`src/hw/core_types_pkg.sv`:
```
// Core types: branch prediction table geometry and the widths shared by the fetch pipeline
`default_nettype none

package core_types_pkg;

    // ----------------------------------------------------------------------
    // Context widths

    localparam int GH_LENGTH = 8;
    localparam int ASID_WIDTH = 4;

    // ----------------------------------------------------------------------
    // Global branch prediction table geometry

    // Eight 2-bit counters share one array word
    localparam int GBPT_ENTRIES_PER_BLOCK = 8;
    localparam int LOG_GBPT_ENTRIES_PER_BLOCK = $clog2(GBPT_ENTRIES_PER_BLOCK);

    localparam int GBPT_SETS = 64;
    localparam int GBPT_INDEX_WIDTH = $clog2(GBPT_SETS);

    // ----------------------------------------------------------------------
    // Typedefs

    typedef logic [31:0] pc_t;
    typedef logic [GH_LENGTH-1:0] gh_t;
    typedef logic [ASID_WIDTH-1:0] asid_t;

    typedef logic [GBPT_INDEX_WIDTH-1:0] gbpt_index_t;
    typedef logic [LOG_GBPT_ENTRIES_PER_BLOCK-1:0] gbpt_entry_t;

    // Entry k sits in bits 2k+1:2k, the upper bit is the prediction
    typedef logic [2*GBPT_ENTRIES_PER_BLOCK-1:0] gbpt_block_t;

endpackage

`default_nettype wire

```
`src/hw/gbpt_index_hash.sv`:
```
// GBPT index hash: folds fetch PC, global history and ASID into a set index and entry
`timescale 1ns/1ps
`default_nettype none

module gbpt_index_hash (
    input  wire core_types_pkg::pc_t   PC,
    input  wire core_types_pkg::gh_t   GH,
    input  wire core_types_pkg::asid_t ASID,

    output core_types_pkg::gbpt_index_t index,
    output core_types_pkg::gbpt_entry_t entry
);

    // ----------------------------------------------------------------------
    // Fold terms, all at the full set index plus entry width

    logic [core_types_pkg::GBPT_INDEX_WIDTH+core_types_pkg::LOG_GBPT_ENTRIES_PER_BLOCK-1:0]
        pc_term;
    logic [core_types_pkg::GBPT_INDEX_WIDTH+core_types_pkg::LOG_GBPT_ENTRIES_PER_BLOCK-1:0]
        gh_term;
    logic [core_types_pkg::GBPT_INDEX_WIDTH+core_types_pkg::LOG_GBPT_ENTRIES_PER_BLOCK-1:0]
        asid_term;
    logic [core_types_pkg::GBPT_INDEX_WIDTH+core_types_pkg::LOG_GBPT_ENTRIES_PER_BLOCK-1:0]
        fold;

    // Word aligned PC bits, byte offset dropped
    assign pc_term = PC[core_types_pkg::GBPT_INDEX_WIDTH
                        + core_types_pkg::LOG_GBPT_ENTRIES_PER_BLOCK + 1:2];

    // History shifted up by one so the newest outcome misses bit 0
    assign gh_term = {GH, 1'b0};

    assign asid_term = {
        {(core_types_pkg::GBPT_INDEX_WIDTH + core_types_pkg::LOG_GBPT_ENTRIES_PER_BLOCK
          - core_types_pkg::ASID_WIDTH){1'b0}},
        ASID
    };

    assign fold = pc_term ^ gh_term ^ asid_term;

    // ----------------------------------------------------------------------
    // Split: upper bits pick the set, lower bits the counter inside it

    assign index = fold[core_types_pkg::GBPT_INDEX_WIDTH
                        + core_types_pkg::LOG_GBPT_ENTRIES_PER_BLOCK - 1
                        : core_types_pkg::LOG_GBPT_ENTRIES_PER_BLOCK];
    assign entry = fold[core_types_pkg::LOG_GBPT_ENTRIES_PER_BLOCK-1:0];

endmodule

`default_nettype wire

```
`src/hw/bram_2rport_1wport.sv`:
```
// Counter array: GBPT block storage with two synchronous read ports and one write port
`timescale 1ns/1ps
`default_nettype none

module bram_2rport_1wport (
    input  wire logic CLK,
    input  wire logic nRST,

    // Read port 0, prediction lookups
    input  wire logic                        port0_ren,
    input  wire core_types_pkg::gbpt_index_t port0_rindex,
    output core_types_pkg::gbpt_block_t      port0_rdata,

    // Read port 1, update reads
    input  wire logic                        port1_ren,
    input  wire core_types_pkg::gbpt_index_t port1_rindex,
    output core_types_pkg::gbpt_block_t      port1_rdata,

    // Write port
    input  wire logic                        wen,
    input  wire core_types_pkg::gbpt_index_t windex,
    input  wire core_types_pkg::gbpt_block_t wdata
);

    // ----------------------------------------------------------------------
    // Storage

    core_types_pkg::gbpt_block_t mem [core_types_pkg::GBPT_SETS];

    // Whole table clears on reset so every counter starts strongly not taken
    always_ff @(posedge CLK) begin
        if (!nRST) begin
            for (int i = 0; i < core_types_pkg::GBPT_SETS; i++) begin
                mem[i] <= '0;
            end
        end else if (wen) begin
            mem[windex] <= wdata;
        end
    end

    // ----------------------------------------------------------------------
    // Read ports
    //
    // Both sample mem before this edge's write lands, so a read and a
    // write to the same set in one cycle return the old word

    always_ff @(posedge CLK) begin
        if (!nRST) begin
            port0_rdata <= '0;
        end else if (port0_ren) begin
            port0_rdata <= mem[port0_rindex];
        end
    end

    always_ff @(posedge CLK) begin
        if (!nRST) begin
            port1_rdata <= '0;
        end else if (port1_ren) begin
            port1_rdata <= mem[port1_rindex];
        end
    end

endmodule

`default_nettype wire

```
`src/hw/gbpt.sv`:
```
// Global branch prediction table with 2-bit counter lookup and read-modify-write update pipeline
`timescale 1ns/1ps
`default_nettype none

module gbpt (
    input  wire logic CLK,
    input  wire logic nRST,

    // RESP stage lookup
    input  wire logic                  valid_RESP,
    input  wire core_types_pkg::pc_t   full_PC_RESP,
    input  wire core_types_pkg::gh_t   GH_RESP,
    input  wire core_types_pkg::asid_t ASID_RESP,

    // RESTART stage prediction
    output logic pred_taken_RESTART,

    // Update 0 request
    input  wire logic                  update0_valid,
    input  wire core_types_pkg::pc_t   update0_start_full_PC,
    input  wire core_types_pkg::gh_t   update0_GH,
    input  wire core_types_pkg::asid_t update0_ASID,
    input  wire logic                  update0_taken,

    // Update 1 result
    output logic update1_correct
);

    // ----------------------------------------------------------------------
    // Signals

    // RESP / RESTART
    core_types_pkg::gbpt_index_t resp_index;
    core_types_pkg::gbpt_entry_t resp_entry;
    core_types_pkg::gbpt_entry_t restart_entry;
    core_types_pkg::gbpt_block_t restart_block;

    // Update 0
    core_types_pkg::gbpt_index_t update0_index;
    core_types_pkg::gbpt_entry_t update0_entry;

    // Update 1
    logic                        update1_valid;
    core_types_pkg::gbpt_index_t update1_index;
    core_types_pkg::gbpt_entry_t update1_entry;
    logic                        update1_taken;
    core_types_pkg::gbpt_block_t update1_read_block;
    core_types_pkg::gbpt_block_t update1_base_block;
    core_types_pkg::gbpt_block_t update1_new_block;
    logic [1:0]                  update1_old_state;
    logic [1:0]                  update1_new_state;

    // Same-set forwarding
    logic                        last_update1_conflict;
    core_types_pkg::gbpt_block_t last_update1_block;

    // ----------------------------------------------------------------------
    // Prediction path

    gbpt_index_hash resp_hash (
        .PC    (full_PC_RESP),
        .GH    (GH_RESP),
        .ASID  (ASID_RESP),
        .index (resp_index),
        .entry (resp_entry)
    );

    // Entry follows the array read and holds while no lookup is issued
    always_ff @(posedge CLK) begin
        if (!nRST) begin
            restart_entry <= '0;
        end else if (valid_RESP) begin
            restart_entry <= resp_entry;
        end
    end

    // Prediction bit of entry k is bit 2k+1
    assign pred_taken_RESTART = restart_block[{restart_entry, 1'b1}];

    // ----------------------------------------------------------------------
    // Update 0

    gbpt_index_hash update_hash (
        .PC    (update0_start_full_PC),
        .GH    (update0_GH),
        .ASID  (update0_ASID),
        .index (update0_index),
        .entry (update0_entry)
    );

    always_ff @(posedge CLK) begin
        if (!nRST) begin
            update1_valid <= 1'b0;
            update1_index <= '0;
            update1_entry <= '0;
            update1_taken <= 1'b0;
            last_update1_conflict <= 1'b0;
        end else begin
            update1_valid <= update0_valid;
            update1_index <= update0_index;
            update1_entry <= update0_entry;
            update1_taken <= update0_taken;
            // Array read this cycle misses the write going on in the same set
            last_update1_conflict <= update0_valid && update1_valid
                                     && (update0_index == update1_index);
        end
    end

    // Block written this cycle for a same-set Update 1 to reuse
    always_ff @(posedge CLK) begin
        last_update1_block <= update1_new_block;
    end

    // ----------------------------------------------------------------------
    // Update 1 counter read-modify-write

    assign update1_base_block = last_update1_conflict ? last_update1_block
                                                      : update1_read_block;

    assign update1_old_state = update1_base_block[{update1_entry, 1'b0} +: 2];

    // 2-bit saturating counter where a miss from either weak state drops to 00
    always_comb begin
        case ({update1_old_state, update1_taken})
            3'b000:  update1_new_state = 2'b00;
            3'b001:  update1_new_state = 2'b01;
            3'b010:  update1_new_state = 2'b00;
            3'b011:  update1_new_state = 2'b11;
            3'b100:  update1_new_state = 2'b00;
            3'b101:  update1_new_state = 2'b11;
            3'b110:  update1_new_state = 2'b10;
            default: update1_new_state = 2'b11;
        endcase
    end

    // Rest of the set passes through unchanged
    always_comb begin
        update1_new_block = update1_base_block;
        update1_new_block[{update1_entry, 1'b0} +: 2] = update1_new_state;
    end

    assign update1_correct = (update1_old_state[1] == update1_taken);

    // ----------------------------------------------------------------------
    // Counter array

    bram_2rport_1wport gbpt_array (
        .CLK          (CLK),
        .nRST         (nRST),
        .port0_ren    (valid_RESP),
        .port0_rindex (resp_index),
        .port0_rdata  (restart_block),
        .port1_ren    (update0_valid),
        .port1_rindex (update0_index),
        .port1_rdata  (update1_read_block),
        .wen          (update1_valid),
        .windex       (update1_index),
        .wdata        (update1_new_block)
    );

endmodule

`default_nettype wire

```
`config.mk`:
```
export PLATFORM = sky130hd
export DESIGN_NAME = gbpt
export DESIGN_NICKNAME = d
export VERILOG_FILES = /design/src/hw/core_types_pkg.sv /design/src/hw/gbpt_index_hash.sv /design/src/hw/bram_2rport_1wport.sv /design/src/hw/gbpt.sv
export SDC_FILE = /design/constraint.sdc
export NUM_CORES = 2
export LEC_CHECK = 0
export ABC_AREA = 1
export BUFFER_PORTS_ARGS = -buffer_cell sky130_fd_sc_hd__buf_4
export CORE_MARGIN = 2
export CORE_UTILIZATION = 61
export DETAILED_ROUTE_END_ITERATION = 7
export GPL_ROUTABILITY_DRIVEN = 0
export PLACE_DENSITY = 0.78
export SYNTH_ARGS = -nofsm -noshare
export SYNTH_HDL_FRONTEND = slang
export SYNTH_SLANG_ARGS = --single-unit
```
`constraint.sdc`:
```
create_clock -name CLK -period 3.25 [get_ports CLK]
set_clock_uncertainty 0.1 [all_clocks]
set_input_delay 0.1625 -clock CLK [delete_from_list [all_inputs] [get_ports CLK]]
set_output_delay 0.1625 -clock CLK [all_outputs]
set_load 0.1 [all_outputs]
```
==> results by group <==
Outcome
  – Run status: complete, but fails checks
  – Failing checks: design-rule violations

Logic synthesis
  – FFs w/ async S/R, synth: 0%
  – Post-synthesis xor/xnor area fraction: less than 1%
  – Synth Instances: around 7000
  – Area share of the largest cell type after synthesis: 52.79%
  – Post-synthesis compound-gate area fraction: less than 1%
  – Largest family of logic cells by synthesized area: simple AND/OR/NAND/NOR gates
  – Post-synth EDFFs: roughly 1000
  – Top_reg_cell synth: edfxtp_1
  – Avg Synthesized Cell Area: between 8 and 9 sq um
  – Synth Area in Simple Gates: roughly 34%
  – Most common cell in the netlist: nand3_1
  – Top cells by count, synth: nand3_1 (1853), nand2_1 (1265), nor2_1 (1043)
  – Ranking of synthesized cells by area: edfxtp_1 (53%), nand3_1 (16%), nand2_1 (8.2%)
  – Synthesized area: between 50000 and 60000 sq um
  – Syn Nets: just over 7000
  – Post-synthesis mux area share: 0%
  – Seq/Total Area, Yosys: 54.68%
  – Synth unique cells: 38
  – Yosys reg bits: about 1100
  – Count of warnings emitted by yosys: 0
  – Synth area leader: edfxtp_1
  – Adder-Cell Fraction of Synth Area: less than 1%

Place
  – Port-buffer cells: between 40 and 50
  – Post-DP HPWL: between 100000 and 150000 um

GRT
  – GR Overflow Total: 0
  – Global Route met2 Usage: a little under three fifths
  – First-pass GRT wire length: slightly below 300000 um
  – Layer with the highest usage: met2
  – Vias in the first global route: approximately 50000
  – Routing usage on met1: approximately half
  – Largest net degree at the start of global routing: roughly 130
  – Total track usage: 39.02%
  – Initial antenna violation count: 1
  – Met3 usage in global routing: roughly an eighth

Timing
  – Final min period: a little over 3000 ps
  – RSZ-0062 raised after global routing: no
  – TNS Setup: 0 ps
  – Fmax: approximately 330 MHz
  – Count of final setup violators: 0
  – Worst slew margin: 36.74%
  – Crit share post-route: 93.52%
  – Max-slew violations: 0
  – Slew @ Worst Pin: ~950 ps
  – Fin. Hold Viols: 0

Die
  – IO Count: between 90 and 100
  – Die Height: 313.0 um
  – Site Rows: 113
  – Core ar.: 94870 sq um
  – Initial core utilization: between 60% and 70%
  – Die Area: 97980 sq um
  – Die X: about 310 um

Critical path
  – R2R cell count: 10
  – R2R Setup Slk: 210 ps
  – Startpoint types: register
  – Data arrival, critical path: 3390 ps
  – Reg2reg start: update1_entry[1]
  – Crit Path Class: reg -> reg
  – CP required: ~3600 ps
  – Worst Path Max Fanout: 65
  – Crit. End Element: register
  – Reg-to-reg critical path endpoint: gbpt_array.mem[58][8]

Clocking
  – TritonCTS buffer count: about 110
  – Max H-tree Level: 3
  – CTS tree: done
  – Clock transition at the registers of the reported paths: about 60 ps
  – Clock Path Buffers: 3
  – CTS Root Buffer Type: clkbuf_16
  – Clock Latency Late Sink: roughly 750 ps
  – Post-CTS setup buffers: 0
  – Clock sinks: roughly 1100

Worst hold path
  – Hold Crit Endpoint: gbpt_array.port0_rdata[1]
  – Hold path start: full_PC_RESP[9]
  – Hold path depth: 8
  – Min-Delay Path Class: in -> reg

Finish
  – Nets: 7037
  – Layout cells sized above 1: under 10%
  – Filler cell count in the final layout: roughly 7200
  – Area grow syn2layout: 11.11%

Drt
  – DR pass1 iterations: 8
  – Vias: ~53000
  – Drc violations: 3
  – Routed wire length: around 200000 um
  – Drt initial violations: 9611
  – Avg Vias per Cell: 6.339
  – Antenna viol nets, final: 0
  – WL/cell: approximately 23 um

Power and ir drop
  – Tot Pwr: 0.03628 W
  – Pleak: ~27 nW
  – Cell area power density: ~560 nW/um^2
  – Worst vdd ir: between 0.0004 and 0.0005 V

Run
  – Max-capacitance violation count: 0
worst max path at each step:
stage / start / to / slack (ps) / cells after the start
final: update1_entry[1] / gbpt_array.mem[58][8] / 210 / 10
after CTS: last_update1_conflict / update1_correct / 310 / 11
after detailed placement: update1_entry[1] / gbpt_array.mem[63][14] / 340 / 9
after floorplan: update1_entry[0] / gbpt_array.mem[31][8] / 640 / 11
after global placement: update0_GH[4] / gbpt_array.port1_rdata[13] / 360 / 11
after global routing: update1_entry[1] / gbpt_array.mem[5][6] / 50 / 9
what timing repair did:
action	4_1_cts	5_1_grt
hold endpoints to repair	35	0
gates resized for setup	0	0
hold buffers	21	0
sequential cells by signal, summed over array words and instances, names as in the netlist:
name                    cells
gbpt_array.mem           1024
gbpt_array.port1_rdata     16
last_update1_block         16
gbpt_array.port0_rdata      8
update1_index               6
restart_entry               3
update1_entry               3
last_update1_conflict       1
update1_taken               1
update1_valid               1
area by class of cell:
class	count	area, sq um	area share, %
flip-flops and latches	1079	31850	49.21
multi-input cells	4493	20600	31.83
repair buffers	341	3501	5.409
inverters	912	3438	5.313
clock buffers	141	3053	4.717
well taps	1265	1583	2.446
clock inverters	72	690.7	1.067
diodes	2	5.005	0.007733
placed cells by master, fill, tap and decap left out, types with 4 or more instances in the layout:
| master | netlist | layout |
|---|---|---|
| clkbuf_1 | 289 | 16 |
| edfxtp_1 | 1024 | 1024 |
| o21ai_0 | 16 | 10 |
| xor2_1 | 4 | 4 |
| clkinvlp_4 | 0 | 4 |
| ha_1 | 5 | 5 |
| nor3_1 | 16 | 16 |
| xnor2_1 | 14 | 6 |
| nor2_4 | 10 | 10 |
| clkinv_1 | 4 | 27 |
| clkbuf_16 | 0 | 113 |
| nor4_2 | 6 | 6 |
| nand2_1 | 1265 | 1255 |
| o21ai_4 | 0 | 8 |
| buf_12 | 0 | 71 |
| dlygate4sd3_1 | 0 | 21 |
| nand2_2 | 7 | 7 |
| nand2_4 | 0 | 10 |
| clkbuf_8 | 0 | 12 |
| dfxtp_1 | 55 | 55 |
| o211ai_1 | 25 | 25 |
| buf_4 | 2 | 249 |
| xnor2_2 | 1 | 8 |
| a21oi_1 | 30 | 30 |
| inv_1 | 895 | 890 |
| nand3_1 | 1853 | 1851 |
| o21ai_1 | 22 | 20 |
| clkinv_2 | 0 | 27 |
| inv_2 | 13 | 14 |
| nand3b_1 | 160 | 160 |
| bufinv_16 | 0 | 12 |
| nor2_1 | 1043 | 1043 |
where the power goes:
| part | switching, W | internal [W] |
|---|---|---|
| logic | 0.00531 | 0.00191 |
| clock network | 0.00565 | 0.00759 |
| registers | 0.000154 | 0.0157 |
per-layer routing:
| metal | share of wire [%] | wire, um |
|---|---|---|
| met1 | 34 | 65250 |
| met2 | 43 | 83060 |
| met3 | 17 | 32450 |
| met4 | 7.1 | 13900 |
| met5 | 0 | 0 |
stage by stage:
step | hold slack (ps) | std cells | instance area, sq um | utilization (%) | setup slack, ps
3_5_place_dp | 250.9 | 8069 | 60760 | 64.05 | 336.7
3_3_place_gp | 257.6 | 8069 | 60760 | 64.05 | 356.4
6_report | 78.84 | 8305 | 64720 | 68.22 | 210.6
5_1_grt | 90.20 | 8303 | 64720 | 68.22 | 49.66
4_1_cts | 3.485 | 8303 | 64720 | 68.22 | 313.9
2_1_floorplan | 152.8 | 7065 | 58250 | - | 644.2
kinds of logic (layout without fill, tap and decap cells):
kind of cell	count (synthesis)	in the layout
fa+ha+maj	5	5
flops	1079	1079
xor+xnor	19	19
simple gates	4370	4370
compound gates	99	99
buf+inv	1493	1466
other cells	0	2
critical path, stage by stage (launching register included):
cell,delay [ps]
dfxtp_1,500
inv_1,200
ha_1,230
ha_1,340
inv_1,110
nor4_1,290
buf_4,180
inv_1,70
o21ai_4,150
buf_12,350
nor2_1,100
Note: power is estimated with default switching activity, not from simulation.
